===== src/hw/bridge_cfg.svh =====
`ifndef BRIDGE_CFG_SVH
`define BRIDGE_CFG_SVH

// Bus side
`define BB_BUS_WIDTH       64
`define BB_ADDR_WIDTH      16

// Channel decode on the top address bits
`define BB_CHANNEL_WIDTH   2
`define BB_CHANNEL_ID      2

// Device side, one byte per strobe
`define BB_BYTE_WIDTH      8
`define BB_BYTES_PER_WORD  8

// Data bytes in one receive block, count byte not included
`define BB_BLOCK_BYTES     3

// Queue depths in entries
`define BB_TX_DEPTH        4
`define BB_RX_DEPTH        8

// Idle cycles before an open block is closed
`define BB_GAP_CYCLES      16

`endif


===== src/hw/bridge_pkg.sv =====
`default_nettype none

`include "bridge_cfg.svh"

package bridge_pkg;

    // One bus word, as written by the bus
    typedef logic [`BB_BUS_WIDTH-1:0] bus_word_t;

    // One device byte
    typedef logic [`BB_BYTE_WIDTH-1:0] dev_byte_t;

    // Byte position inside a bus word
    typedef logic [$clog2(`BB_BYTES_PER_WORD)-1:0] byte_index_t;

    // Receive block, data slots above the count byte
    // Slot 0 at 15:8, slot 1 at 23:16, slot 2 at 31:24
    typedef logic [`BB_BYTE_WIDTH*(`BB_BLOCK_BYTES+1)-1:0] rx_block_t;

    // Packer FSM states
    typedef enum logic [1:0] {
        IDLE    = 2'd0,
        COLLECT = 2'd1,
        CLOSE   = 2'd2
    } rx_state_t;

endpackage

`default_nettype wire


===== src/hw/gap_timer.sv =====
`timescale 1ns/10ps
`default_nettype none

module gap_timer #(
    parameter int LIMIT = 16
) (
    input  wire logic clk,
    input  wire logic rst_n,
    input  wire logic enable,
    input  wire logic clear,
    output logic      expired
);

    localparam int CNT_W = $clog2(LIMIT + 1);

    // Idle cycles seen since the last clear
    logic [CNT_W-1:0] count;

    // Sticky at the limit until cleared
    assign expired = (count == CNT_W'(LIMIT));

    always_ff @(posedge clk) begin
        if (!rst_n || clear) begin
            count <= '0;
        end else if (enable && !expired) begin
            // Saturates at the limit instead of wrapping
            count <= count + 1'b1;
        end
    end

endmodule

`default_nettype wire


===== src/hw/payload_fifo.sv =====
`timescale 1ns/10ps
`default_nettype none

module payload_fifo #(
    parameter type payload_t = logic [7:0],
    parameter int  DEPTH     = 4
) (
    input  wire logic clk,
    input  wire logic rst_n,
    input  wire logic push,
    input  payload_t  push_data,
    input  wire logic pop,
    output payload_t  front,
    output logic      full,
    output logic      empty
);

    // Pointer wide enough for any depth, at least one bit
    localparam int PTR_W = (DEPTH > 1) ? $clog2(DEPTH) : 1;
    localparam int CNT_W = $clog2(DEPTH + 1);
    localparam logic [PTR_W-1:0] LAST = PTR_W'(DEPTH - 1);

    payload_t mem [DEPTH];

    logic [PTR_W-1:0] wr_ptr;
    logic [PTR_W-1:0] rd_ptr;
    logic [CNT_W-1:0] count;

    // Front entry always visible, first word falls through
    assign front = mem[rd_ptr];
    assign full  = (count == CNT_W'(DEPTH));
    assign empty = (count == '0);

    // Pointers wrap at DEPTH, so odd depths work too
    always_ff @(posedge clk) begin
        if (!rst_n) begin
            wr_ptr <= '0;
            rd_ptr <= '0;
            count  <= '0;
        end else begin
            if (push) begin
                wr_ptr <= (wr_ptr == LAST) ? '0 : wr_ptr + 1'b1;
            end
            if (pop) begin
                rd_ptr <= (rd_ptr == LAST) ? '0 : rd_ptr + 1'b1;
            end
            // Occupancy only moves on a lone push or a lone pop
            case ({push, pop})
                2'b10:   count <= count + 1'b1;
                2'b01:   count <= count - 1'b1;
                default: count <= count;
            endcase
        end
    end

    // Storage
    always_ff @(posedge clk) begin
        if (push) begin
            mem[wr_ptr] <= push_data;
        end
    end

    // Producer must honour full
    a_no_push_full: assert property (@(posedge clk) disable iff (!rst_n)
        !(push && full));

    // Consumer must honour empty
    a_no_pop_empty: assert property (@(posedge clk) disable iff (!rst_n)
        !(pop && empty));

endmodule

`default_nettype wire


===== src/hw/rx_packer.sv =====
`timescale 1ns/10ps
`default_nettype none

`include "bridge_cfg.svh"

module rx_packer
    import bridge_pkg::*;
(
    input  wire logic clk,
    input  wire logic rst_n,
    input  dev_byte_t device_data_in,
    input  wire logic device_rd_available,
    output logic      device_rd_ins,
    output rx_block_t block,
    output logic      block_push,
    input  wire logic queue_full
);

    rx_state_t state;

    // Block under construction, count in the low byte
    rx_block_t block_q;
    dev_byte_t fill;

    logic take;
    logic last_byte;
    logic timer_en;
    logic timer_clr;
    logic timer_expired;

    assign fill = block_q[`BB_BYTE_WIDTH-1:0];

    // Only take bytes while a block has room
    assign take          = device_rd_available && (state == IDLE || state == COLLECT);
    assign device_rd_ins = take;

    // This byte fills the last slot
    assign last_byte = (fill == dev_byte_t'(`BB_BLOCK_BYTES - 1));

    // Closed block is offered until the queue has space
    assign block      = block_q;
    assign block_push = (state == CLOSE) && !queue_full;

    // Count silence only inside an open block
    assign timer_en  = (state == COLLECT) && !device_rd_available;
    assign timer_clr = take || (state == CLOSE);

    gap_timer #(
        .LIMIT (`BB_GAP_CYCLES)
    ) gap0 (
        .clk     (clk),
        .rst_n   (rst_n),
        .enable  (timer_en),
        .clear   (timer_clr),
        .expired (timer_expired)
    );

    always_ff @(posedge clk) begin
        if (!rst_n) begin
            state   <= IDLE;
            block_q <= '0;
        end else begin
            case (state)
                IDLE, COLLECT: begin
                    if (take) begin
                        // Next free slot sits just above the ones filled
                        for (int i = 0; i < `BB_BLOCK_BYTES; i++) begin
                            if (fill == dev_byte_t'(i)) begin
                                block_q[`BB_BYTE_WIDTH*(i+1) +: `BB_BYTE_WIDTH] <=
                                    device_data_in;
                            end
                        end
                        block_q[`BB_BYTE_WIDTH-1:0] <= fill + 1'b1;
                        state <= last_byte ? CLOSE : COLLECT;
                    end else if (state == COLLECT && timer_expired) begin
                        // Partial block after a quiet gap
                        state <= CLOSE;
                    end
                end
                CLOSE: begin
                    // Hold here while the queue is full
                    if (!queue_full) begin
                        block_q <= '0;
                        state   <= IDLE;
                    end
                end
                default: state <= IDLE;
            endcase
        end
    end

    // Slot count stays within the block
    a_fill_max: assert property (@(posedge clk) disable iff (!rst_n)
        fill <= dev_byte_t'(`BB_BLOCK_BYTES));

    // Queue never sees an empty block
    a_push_nonempty: assert property (@(posedge clk) disable iff (!rst_n)
        block_push |-> (fill != '0));

endmodule

`default_nettype wire


===== src/hw/serial_bridge.sv =====
`timescale 1ns/10ps
`default_nettype none

`include "bridge_cfg.svh"

module serial_bridge
    import bridge_pkg::*;
(
    input  wire logic                      clk,
    input  wire logic                      rst_n,
    // Bus side
    input  wire logic [`BB_ADDR_WIDTH-1:0] addr,
    input  wire logic                      wr_req,
    input  bus_word_t                      wr_data,
    input  wire logic                      rd_req,
    output logic                           wr_avail,
    output logic                           rd_valid,
    output bus_word_t                      rd_data,
    // Device side
    output dev_byte_t                      device_data_out,
    output logic                           device_wr_ins,
    input  wire logic                      device_wr_available,
    input  dev_byte_t                      device_data_in,
    output logic                           device_rd_ins,
    input  wire logic                      device_rd_available
);

    logic      selected;

    logic      tx_push;
    logic      tx_pop;
    logic      tx_full;
    logic      tx_empty;
    bus_word_t tx_front;

    logic      rx_push;
    logic      rx_pop;
    logic      rx_full;
    logic      rx_empty;
    rx_block_t rx_block;
    rx_block_t rx_front;

    // Channel decode on the top address bits
    assign selected = (addr[`BB_ADDR_WIDTH-1 -: `BB_CHANNEL_WIDTH] ==
                       `BB_CHANNEL_WIDTH'(`BB_CHANNEL_ID));

    // Status reads zero when another channel is addressed
    assign wr_avail = selected && !tx_full;
    assign rd_valid = selected && !rx_empty;

    // Strobes only count when the bridge can act on them
    assign tx_push = wr_req && wr_avail;
    assign rx_pop  = rd_req && rd_valid;

    // Front block zero-extended into the bus word
    assign rd_data = rd_valid ?
                     {{(`BB_BUS_WIDTH - $bits(rx_block_t)){1'b0}}, rx_front} : '0;

    // Transmit queue of whole bus words
    payload_fifo #(
        .payload_t (bus_word_t),
        .DEPTH     (`BB_TX_DEPTH)
    ) tx_fifo (
        .clk       (clk),
        .rst_n     (rst_n),
        .push      (tx_push),
        .push_data (wr_data),
        .pop       (tx_pop),
        .front     (tx_front),
        .full      (tx_full),
        .empty     (tx_empty)
    );

    tx_serializer tx0 (
        .clk                 (clk),
        .rst_n               (rst_n),
        .word                (tx_front),
        .word_ready          (!tx_empty),
        .device_wr_available (device_wr_available),
        .device_data_out     (device_data_out),
        .device_wr_ins       (device_wr_ins),
        .word_done           (tx_pop)
    );

    rx_packer rx0 (
        .clk                 (clk),
        .rst_n               (rst_n),
        .device_data_in      (device_data_in),
        .device_rd_available (device_rd_available),
        .device_rd_ins       (device_rd_ins),
        .block               (rx_block),
        .block_push          (rx_push),
        .queue_full          (rx_full)
    );

    // Receive queue of closed blocks
    payload_fifo #(
        .payload_t (rx_block_t),
        .DEPTH     (`BB_RX_DEPTH)
    ) rx_fifo (
        .clk       (clk),
        .rst_n     (rst_n),
        .push      (rx_push),
        .push_data (rx_block),
        .pop       (rx_pop),
        .front     (rx_front),
        .full      (rx_full),
        .empty     (rx_empty)
    );

endmodule

`default_nettype wire


===== src/hw/tx_serializer.sv =====
`timescale 1ns/10ps
`default_nettype none

`include "bridge_cfg.svh"

module tx_serializer
    import bridge_pkg::*;
(
    input  wire logic clk,
    input  wire logic rst_n,
    input  bus_word_t word,
    input  wire logic word_ready,
    input  wire logic device_wr_available,
    output dev_byte_t device_data_out,
    output logic      device_wr_ins,
    output logic      word_done
);

    localparam byte_index_t LAST_POS = byte_index_t'(`BB_BYTES_PER_WORD - 1);

    // Next byte of the front word to send
    byte_index_t pos;

    // Byte mux with the lowest byte first
    assign device_data_out = word[`BB_BYTE_WIDTH*pos +: `BB_BYTE_WIDTH];

    // One byte per cycle while a word waits and the device takes it
    assign device_wr_ins = word_ready && device_wr_available;

    // Eighth strobe retires the word
    assign word_done = device_wr_ins && (pos == LAST_POS);

    always_ff @(posedge clk) begin
        if (!rst_n) begin
            pos <= '0;
        end else if (device_wr_ins) begin
            // Back to byte 0 for the next word
            if (word_done) begin
                pos <= '0;
            end else begin
                pos <= pos + 1'b1;
            end
        end
        // Position simply holds while the device stalls
    end

    // Device must never see a strobe it cannot take
    a_strobe_avail: assert property (@(posedge clk) disable iff (!rst_n)
        device_wr_ins |-> device_wr_available);

endmodule

`default_nettype wire


===== config.mk =====
export PLATFORM = sky130hd
export DESIGN_NAME = serial_bridge
export DESIGN_NICKNAME = d
export VERILOG_FILES = /design/src/hw/bridge_pkg.sv /design/src/hw/gap_timer.sv /design/src/hw/payload_fifo.sv /design/src/hw/rx_packer.sv /design/src/hw/serial_bridge.sv /design/src/hw/tx_serializer.sv
export VERILOG_INCLUDE_DIRS = /design/src /design/src/hw
export SDC_FILE = /design/constraint.sdc
export NUM_CORES = 1
export LEC_CHECK = 0
export ABC_AREA = 1
export BUFFER_PORTS_ARGS = -buffer_cell sky130_fd_sc_hd__buf_2
export CAP_MARGIN = 5
export CORE_MARGIN = 10
export CORE_UTILIZATION = 30
export DETAILED_ROUTE_END_ITERATION = 10
export PLACE_DENSITY = 0.46
export SLEW_MARGIN = 20
export SYNTH_ARGS = -nofsm -noshare
export SYNTH_HDL_FRONTEND = slang
export SYNTH_SLANG_ARGS = --single-unit
export TNS_END_PERCENT = 100

===== constraint.sdc =====
create_clock -name clk -period 4.27 [get_ports clk]
set_clock_uncertainty 0.2 [all_clocks]
set_input_delay 0.854 -clock clk [delete_from_list [all_inputs] [get_ports clk]]
set_output_delay 0.854 -clock clk [all_outputs]
set_load 0.005 [all_outputs]

==> impl_metrics.ini, run 1 <==
[run_status]
status = completed

[min_path]
min_to = tx_fifo.mem[1][34]$_DFFE_PP_
hp-class = in2reg
hp-start = wr_data[34]
hold_depth = 1

[power_and_ir_drop]
switchingPower_mw = 2.93
cellLeakagePower_nw = 9.98
p_seq_share_pct = 50.1
ir_drop_v = 0.000301
powerDensity_nw_per_um2 = 457
clkPwrFrac_pct = 43.7
netSwitchingFraction_pct = 23.3
power_frac_comb_pct = 6.1
p_int_mw = 9.66

[timing]
worst_pin_slew_ps = 784
fin_crit_ps = 3790
hold_violations = 0
worst_slack_ps = 479
fin_crit_sh_pct = 88.8
maxSlewHeadroom_pct = 47.7
maxSlewViolCount = 0
setup_tns_ps = 0
fmax_mhz = 264
rsz0062_at_grt = false
finalSetupViolations = 0

[setup_path]
required_ps = 3220
startpoint_type = flop
worst_ep_arrival_time_ps = 2740
crit_type = reg2out
r2r-end = tx_fifo.count[2]$_SDFFE_PN0P_
cp-end-kind = primary output
reg2regPathDepth = 12
r2r_start = tx0.pos[0]$_SDFFE_PN0P_
crit_fanout = 56
regToRegSetupSlack_ps = 1230

[clocking]
cts_tree = built
worstSkewPairLatency_ps = 600
cts.sinks = 576
postCtsHoldBufs = 0
cts-buffers-inserted = 67
root_buffer = clkbuf_16
htreeDepth = 3
clock_tree.buffer_depth = 3
clk_pin_slew_ps = 60
cts_setup_buffers = 0

[logic_synthesis]
synth.most_common_cell = edfxtp_1
synthMuxAreaShare_pct = 0
synth_top_area_share_pct = 64.9
synth_fa_ha_area_share_pct = 1.19
ys_ff_latch = 576
synth_cell_types = 41
syn_avg_cell_area_sq_um = 11.3
synth_seq_area_share_pct = 70.3
synth_compound_area_share_pct = 6.72
synth_edf_count = 512
yosys.area_share.simple_pct = 17.0
synth_top_family_by_area = simple AND/OR/NAND/NOR gates
synth_xor_area_share_pct = 0.148
synthCells = 2088
yosys.area.top_type = edfxtp_1
async_reset_ff_share_pct = 0
netlist_area_sq_um = 23700
synth_ff_type = edfxtp_1
ys_warn_count = 0
yosys-top-cells-area = edfxtp_1, nand2_1, dfxtp_1
synthTopCellsByCount = edfxtp_1, nand2_1, nor2_1

[grt]
grt_pass1_vias = 15272
grt_max_degree = 129
gr-usage-all-layers_pct = 13.3
grt-ovfl-total = 0
antenna_found_initial = 12
grt_first_pass_wirelength_microns = 93300

[cells_and_area]
nets = 2323
drive_above_1_share_pct = 13.0
final_cell_area_sq_um = 27600
fin_cells = 3300
syn_to_final_growth_pct = 16.4

[placement]
hpwl_microns = 35500
dp.cells = 3178
gp_congestion = 0.757
place_area_sq_um = 25400
pre_cts_ws_ps = 564
io_buffer_count = 123

[die]
die-width_microns = 301
row_count = 102
initial_utilization_pct = 30.4
boundaryPins = 170
dieHeight_microns = 301
design.core.area_sq_um = 77800
die_area_sq_um = 90600

[routing]
via_count = 15294
ant_nets = 0
drt_first_iter_violations = 957
vias_per_cell = 4.63
dr.pass1.iters = 5
wire_per_inst_microns = 18.7
drt_wl_total_microns = 61700
drc_errors = 0

[run]
maxCapViolCount = 0
-- per-layer routing --
metal  vias to the layer above  global-route usage [%]  wire [microns]  part of all wire [%]
met2                       327                    22.8           30200                    49
met1                      7406                    16.6           26700                    43
li1                       7448                       -               -                     -
met4                        12                    3.92            1370                   2.2
met5                         -                       0              79                  0.13
met3                       101                    3.06            3320                   5.4
-- area by class of cell --
| cell class | instances | area [sq um] |
|---|---|---|
| fill | 7681 | 50300 |
| sequential | 576 | 16700 |
| multi-input combinational | 1338 | 6140 |
| clock buffer | 87 | 1870 |
| tap | 1040 | 1300 |
| timing repair buffer | 162 | 1080 |
| clock inverter | 32 | 264 |
| inverter | 62 | 236 |
| antenna | 3 | 7.51 |
-- cell usage in the layout (no fill, tap or decap), types with 5 or more instances in the layout --
master / count
nor2_1: 286
clkbuf_16: 71
nor2_4: 12
o21ai_1: 59
dfxtp_1: 60
nand2_1: 427
ha_1: 21
buf_2: 123
clkinv_2: 10
clkbuf_1: 13
conb_1: 32
clkinvlp_4: 5
nand3_1: 228
a21oi_1: 50
edfxtp_1: 512
clkinv_1: 14
buf_4: 25
inv_1: 53
o21ai_0: 190
buf_12: 14
-- power groups by stage --
stage	Clock (mW)	Sequential, mW	Combinational, mW
2_1_floorplan	0	6.40	0.502
3_3_place_gp	0	6.42	0.776
3_5_place_dp	0	6.43	0.786
4_1_cts	5.68	6.31	0.788
5_1_grt	5.91	6.32	0.881
6_report	5.51	6.31	0.772
-- critical path, stage by stage, from the launching register on --
cell,delay [ps]
dfxtp_4,560
buf_4,570
nand2_1,100
nand3_1,110
nand3_1,130
nand2_1,170
nand2_1,60
nand2_1,80
nand2_1,70
nand2_1,130
buf_2,130
-- metrics by stage --
stage / util [%] / power (mW) / hold slack [ps]
6_report: 35.4 / 12.6 / 270
3_5_place_dp: 32.7 / 7.21 / 289
4_1_cts: 35.4 / 12.8 / 225
2_1_floorplan: - / 6.90 / 258
5_1_grt: 35.4 / 13.1 / 230
3_3_place_gp: 32.7 / 7.20 / 273
-- state kept, by name, summed over array words and instances, names as in the netlist, named ones only --
| name | cells |
|---|---|
| rx0.block | 32 |
| tx0.pos | 3 |
| tx_fifo.rd_ptr | 2 |
| rx_fifo.mem | 256 |
| tx_fifo.count | 3 |
| rx0.state | 2 |
| rx_fifo.wr_ptr | 3 |
| tx_fifo.wr_ptr | 2 |
| tx_fifo.mem | 256 |
| rx0.gap0.count | 5 |
| rx_fifo.rd_ptr | 3 |
| rx_fifo.count | 4 |
-- logic make-up (layout without fill, tap and decap cells) --
group                      Yosys count  count (layout)
adders and majority gates           22              22
DFF                                576             576
other                                1              35
buffers and inverters              205             343
and+or+nand+nor                    971             971
xor gates and xnor gates             4               4
AOI/OAI and AO/OA                  309             309
-- repair_timing --
action	4_1_cts	5_1_grt
endpoints found under the setup margin	0	5
hold endpoints to repair	0	0
gates resized for setup	0	1
-- worst max-delay path by stage --
stage	endpoint	slack, ps	depth (start not counted)
floorplan	tx_fifo.mem[0][0]$_DFFE_PP_	-470	5
global placement	rd_data[1]	560	10
detailed placement	rd_data[1]	560	10
CTS	device_data_out[3]	100	11
global route	device_data_out[1]	280	10
finish	device_data_out[1]	480	10
Power figures use the tool's default switching activity.
==> inputs of run 2 (changes only) <==
--- a/config.mk
+++ b/config.mk
@@ -9,10 +9,12 @@
 export ABC_AREA = 1
 export BUFFER_PORTS_ARGS = -buffer_cell sky130_fd_sc_hd__buf_2
 export CAP_MARGIN = 5
+export CELL_PAD_IN_SITES_DETAIL_PLACEMENT = 0
+export CELL_PAD_IN_SITES_GLOBAL_PLACEMENT = 1
 export CORE_MARGIN = 10
 export CORE_UTILIZATION = 30
 export DETAILED_ROUTE_END_ITERATION = 10
-export PLACE_DENSITY = 0.46
+export PLACE_DENSITY = 0.53
 export SLEW_MARGIN = 20
 export SYNTH_ARGS = -nofsm -noshare
 export SYNTH_HDL_FRONTEND = slang
==> constraint.sdc (replaced) <==
create_clock -name clk -period 4 [get_ports clk]
set_clock_uncertainty 0.2 [all_clocks]
set_input_delay 0.8 -clock clk [delete_from_list [all_inputs] [get_ports clk]]
set_output_delay 0.8 -clock clk [all_outputs]
set_load 0.005 [all_outputs]
==> run 2 against run 1 <==
  * Critical path depth fell by 1
  * Count of clock-buffer cells in the layout rose by 4
  * Cell count rose by 0.12%
  * Routed wire length rose by 1.3%
  * Sequential power rose by 7.0%
  * Total power rose by 10%
  * First-iteration DRC count fell by 1.0%
  * Sequential share of layout area fell by 0.42 points
  * Sequential cell count did not move
  * Clock power rose by 14%
  * Highest routed layer unchanged
==> impl_metrics.ini, run 2 (same netlist as run 1, synthesis figures left out) <==
[routing]
vias_per_cell = 4.62
ant_nets = 0
dr.pass1.iters = 5
drt_first_iter_violations = 947
wire_per_inst_microns = 18.9
drc_errors = 0
via_count = 15256
drt_wl_total_microns = 62500

[grt]
grt_first_pass_wirelength_microns = 93900
antenna_found_initial = 10
gr-usage-all-layers_pct = 13.5
grt-ovfl-total = 0
grt_pass1_vias = 15169
grt_max_degree = 129

[cells_and_area]
final_cell_area_sq_um = 27800
drive_above_1_share_pct = 13.1
syn_to_final_growth_pct = 17.2
fillers = 7709
final_common_cell = edfxtp_1
fin_cells = 3304
nets = 2322
final_cell_mix = edfxtp_1, nand2_1, nor2_1

[power_and_ir_drop]
ir_drop_v = 0.000309
powerDensity_nw_per_um2 = 499
power_mw = 13.9
cellLeakagePower_nw = 10.1

[timing]
fin_crit_sh_pct = 96.4
fmax_mhz = 259
hold_violations = 0
fin_crit_ps = 3860
hold_ws_ps = 203
worst_slack_ps = 145
maxSlewHeadroom_pct = 46.7
worst_pin_slew_ps = 797
rsz0062_at_grt = false
finalSetupViolations = 0
maxSlewViolCount = 0

[setup_path]
cp-end-kind = primary output
r2r-end = tx_fifo.count[2]$_SDFFE_PN0P_
crit_fanout = 24
regToRegSetupSlack_ps = 1220
worst_ep_arrival_time_ps = 2860
startpoint_type = flop
reg2regPathDepth = 11
crit_type = reg2out
required_ps = 3000
r2r_start = tx0.pos[0]$_SDFFE_PN0P_

[placement]
gp_congestion = 0.697
hpwl_microns = 35400
io_buffer_count = 123
dp.cells = 3175
pre_cts_ws_ps = 727
place_area_sq_um = 25400

[min_path]
hp-class = in2reg
hold_depth = 1
hp-start = wr_data[41]
min_to = tx_fifo.mem[2][41]$_DFFE_PP_

[clocking]
cts-buffers-inserted = 68
root_buffer = clkbuf_16
cts_tree = built
worstSkewPairLatency_ps = 610
clk_pin_slew_ps = 50
post_cts_resized = 0
clock_tree.buffer_depth = 3
cts.sinks = 576
htreeDepth = 3

[die]
boundaryPins = 170
die_area_sq_um = 90600
row_count = 102
design.core.area_sq_um = 77800
dieHeight_microns = 301
die-width_microns = 301
initial_utilization_pct = 30.4

[run]
maxCapViolCount = 0

[run_status]
status = completed
-- run 2: cell count changes in the layout (fill, tap and decap cells not counted), moves of 2 or more --
cell | previous run | this run
clkbuf_1 | 13 | 17
clkinvlp_4 | 5 | 0
clkinv_8 | 1 | 3
clkbuf_8 | 3 | 5
clkinv_1 | 14 | 12
buf_4 | 25 | 21
clkbuf_16 | 71 | 69
bufinv_16 | 1 | 8
inv_16 | 4 | 1
-- run 2: how the worst max path moves through the flow --
stage / startpoint / endpoint / slack, ps
floorplan: addr[14] / tx_fifo.mem[0][0]$_DFFE_PP_ / -690
global placement: addr[14] / rd_data[4] / 680
detailed placement: addr[14] / rd_data[1] / 730
CTS: tx0.pos[0]$_SDFFE_PN0P_ / device_data_out[2] / 110
global route: tx0.pos[0]$_SDFFE_PN0P_ / device_data_out[7] / 50
finish: tx0.pos[0]$_SDFFE_PN0P_ / device_data_out[2] / 140
-- run 2: what timing repair did --
action | 4_1_cts | 5_1_grt
setup buffers | 0 | 1
endpoints found under the setup margin | 0 | 2
hold buffers | 0 | 0
endpoints found under the hold margin | 0 | 0
-- run 2: report_power, final --
| part | total [mW] | switching [mW] | internal (mW) |
|---|---|---|---|
| Clock | 6.30 | 2.47 | 3.82 |
| Combinational | 0.812 | 0.554 | 0.258 |
| Sequential | 6.75 | 0.100 | 6.65 |
-- run 2: layer usage --
layer  global-route usage, %  share of wire [%]  vias to the layer above
li1                        -                  -                     7459
met1                    17.5                 45                     7414
met2                    22.9                 49                      281
met3                    2.34                3.7                       98
met4                    3.82                2.2                        4
met5                       0              0.040                        -
-- run 2: area by class of cell --
type / count / area (sq um) / area share, %
Antenna cell: 4 / 10.0 / 0.0360
Clock buffer: 91 / 1860 / 6.70
Clock inverter: 33 / 447 / 1.61
Inverter: 62 / 235 / 0.847
Multi-Input combinational cell: 1338 / 6140 / 22.1
Sequential cell: 576 / 16700 / 60.0
Tap cell: 1040 / 1300 / 4.69
Timing Repair Buffer: 160 / 1100 / 3.97
-- run 2: worst max-delay path, cell delays in order, from the launching register on --
cell,delay [ps]
dfxtp_1,610
clkinv_1,580
buf_12,370
nand3_1,110
nand2_1,100
nand2_1,70
nand2_1,80
nand2_1,70
nand2_1,110
buf_2,150
-- run 2: stage by stage --
| stage | setup TNS (ps) | util (%) |
|---|---|---|
| global placement | 0 | 32.7 |
| finish | 0 | 35.7 |
| detailed placement | 0 | 32.7 |
| CTS | 0 | 35.6 |
| global route | 0 | 35.7 |
| floorplan | -176400 | - |
==> inputs of run 3 (changes only) <==
--- a/config.mk
+++ b/config.mk
@@ -11,10 +11,9 @@
 export CAP_MARGIN = 5
 export CELL_PAD_IN_SITES_DETAIL_PLACEMENT = 0
 export CELL_PAD_IN_SITES_GLOBAL_PLACEMENT = 1
-export CORE_MARGIN = 10
 export CORE_UTILIZATION = 30
 export DETAILED_ROUTE_END_ITERATION = 10
-export PLACE_DENSITY = 0.53
+export PLACE_DENSITY = 0.54
 export SLEW_MARGIN = 20
 export SYNTH_ARGS = -nofsm -noshare
 export SYNTH_HDL_FRONTEND = slang
==> constraint.sdc (replaced) <==
create_clock -name clk -period 3.3 [get_ports clk]
set_clock_uncertainty 0.2 [all_clocks]
set_input_delay 0.66 -clock clk [delete_from_list [all_inputs] [get_ports clk]]
set_output_delay 0.66 -clock clk [all_outputs]
set_load 0.005 [all_outputs]
==> run 3 against run 2 <==
  * Die area is 12% lower
  * Clock power rose by 11%
  * Total power increased by 17%
  * Register-to-register slack got worse by 420 ps
  * Non-clock buffer count increased by 14
==> impl_metrics.ini, run 3 (same netlist as run 1, synthesis figures left out) <==
[run_status]
status = completed

[placement]
io_buffer_count = 123
hpwl_microns = 33300
place_area_sq_um = 25500
pre_cts_ws_ps = 372
gp_congestion = 0.716
dp.cells = 3185

[setup_path]
crit_type = reg2out
crit_fanout = 64
cp-end-kind = primary output
required_ps = 2440
startpoint_type = flop
worst_ep_arrival_time_ps = 2240

[timing]
fin_crit_ps = 3100
fin_crit_sh_pct = 94.0
rsz0062_at_grt = false
fmax_mhz = 322
finalSetupViolations = 0
hold_violations = 0
maxSlewViolCount = 0
hold_ws_ps = 66.2
worst_slack_ps = 197
setup_tns_ps = 0
worst_pin_slew_ps = 664
maxSlewHeadroom_pct = 55.7

[cells_and_area]
final_cell_mix = edfxtp_1, nand2_1, nor2_1
final_cell_area_sq_um = 27800
fin_cells = 3313
drive_above_1_share_pct = 13.1
nets = 2337
fin_util_pct = 35.7
fillers = 7754
final_common_cell = edfxtp_1
syn_to_final_growth_pct = 17.3

[power_and_ir_drop]
powerDensity_nw_per_um2 = 582
ir_drop_v = 0.000390
cellLeakagePower_nw = 10.1
power_mw = 16.2

[die]
row_count = 102
dieHeight_microns = 283
initial_utilization_pct = 30.4
die_area_sq_um = 80100
design.core.area_sq_um = 77800
boundaryPins = 170
die-width_microns = 283

[grt]
antenna_found_initial = 9
grt_first_pass_wirelength_microns = 92300
gr-usage-all-layers_pct = 15.1
grt_pass1_vias = 15177
grt_max_degree = 129
grt-ovfl-total = 0

[routing]
ant_nets = 0
dr.pass1.iters = 5
vias_per_cell = 4.62
via_count = 15318
drc_errors = 0
drt_first_iter_violations = 882
drt_wl_total_microns = 61500
wire_per_inst_microns = 18.6

[min_path]
hp-class = in2reg

[clocking]
cts-buffers-inserted = 69
cts.sinks = 576
clk_pin_slew_ps = 50
cts_tree = built
htreeDepth = 3
clock_tree.buffer_depth = 3
root_buffer = clkbuf_16
worstSkewPairLatency_ps = 600

[run]
maxCapViolCount = 0
run 3: routing by layer:
metal	track usage, %	part of all wire [%]	vias to the layer above
li1	-	-	7483
met1	20.3	47	7446
met2	24.7	47	284
met3	2.68	4.2	99
met4	4.25	2.1	6
met5	0	0.059	-
run 3: critical path, stage by stage (launching register included):
cell     delay [ps]
dfxtp_4         440
buf_16          270
nand2_1         100
nand3_1          90
nand3_1          90
nand2_1         140
nand2_1          70
nand2_1          80
nand2_1          50
nand2_1         100
buf_2           130
run 3: area by class of cell:
| cell class | instances | area (sq um) | area share [%] |
|---|---|---|---|
| clock buffers | 90 | 1820 | 6.54 |
| multi-input cells | 1338 | 6150 | 22.2 |
| repair buffers | 174 | 1310 | 4.73 |
| well taps | 1040 | 1300 | 4.69 |
| clock inverters | 30 | 269 | 0.969 |
| diodes | 3 | 7.51 | 0.0270 |
| flip-flops and latches | 576 | 16700 | 60.0 |
| inverters | 62 | 244 | 0.879 |
run 3: final timing paths:
check | cells past startpoint | to | slack (ps) | start
min | 1 | tx_fifo.mem[3][13]$_DFFE_PP_ | 70 | wr_data[13]
min reg2reg | 2 | rx0.gap0.count[2]$_SDFFE_PP0P_ | 290 | rx0.gap0.count[2]$_SDFFE_PP0P_
max | 10 | device_data_out[1] | 200 | flop
max reg2reg | 11 | tx_fifo.count[2]$_SDFFE_PN0P_ | 800 | tx0.pos[0]$_SDFFE_PN0P_
run 3: where the power goes:
part / switching (mW) / internal [mW] / leakage [nW]
clock: 2.92 / 4.06 / 1.01
combinational: 0.691 / 0.322 / 3.86
sequential: 0.100 / 8.07 / 5.20
total: 3.71 / 12.5 / 10.1
run 3: timing repair:
action,4_1_cts,5_1_grt
pin swaps,1,0
cloned,0,3
resized for setup,3,8
setup endpoints to repair,18,13
hold buffers,0,0
buffers inserted,1,1
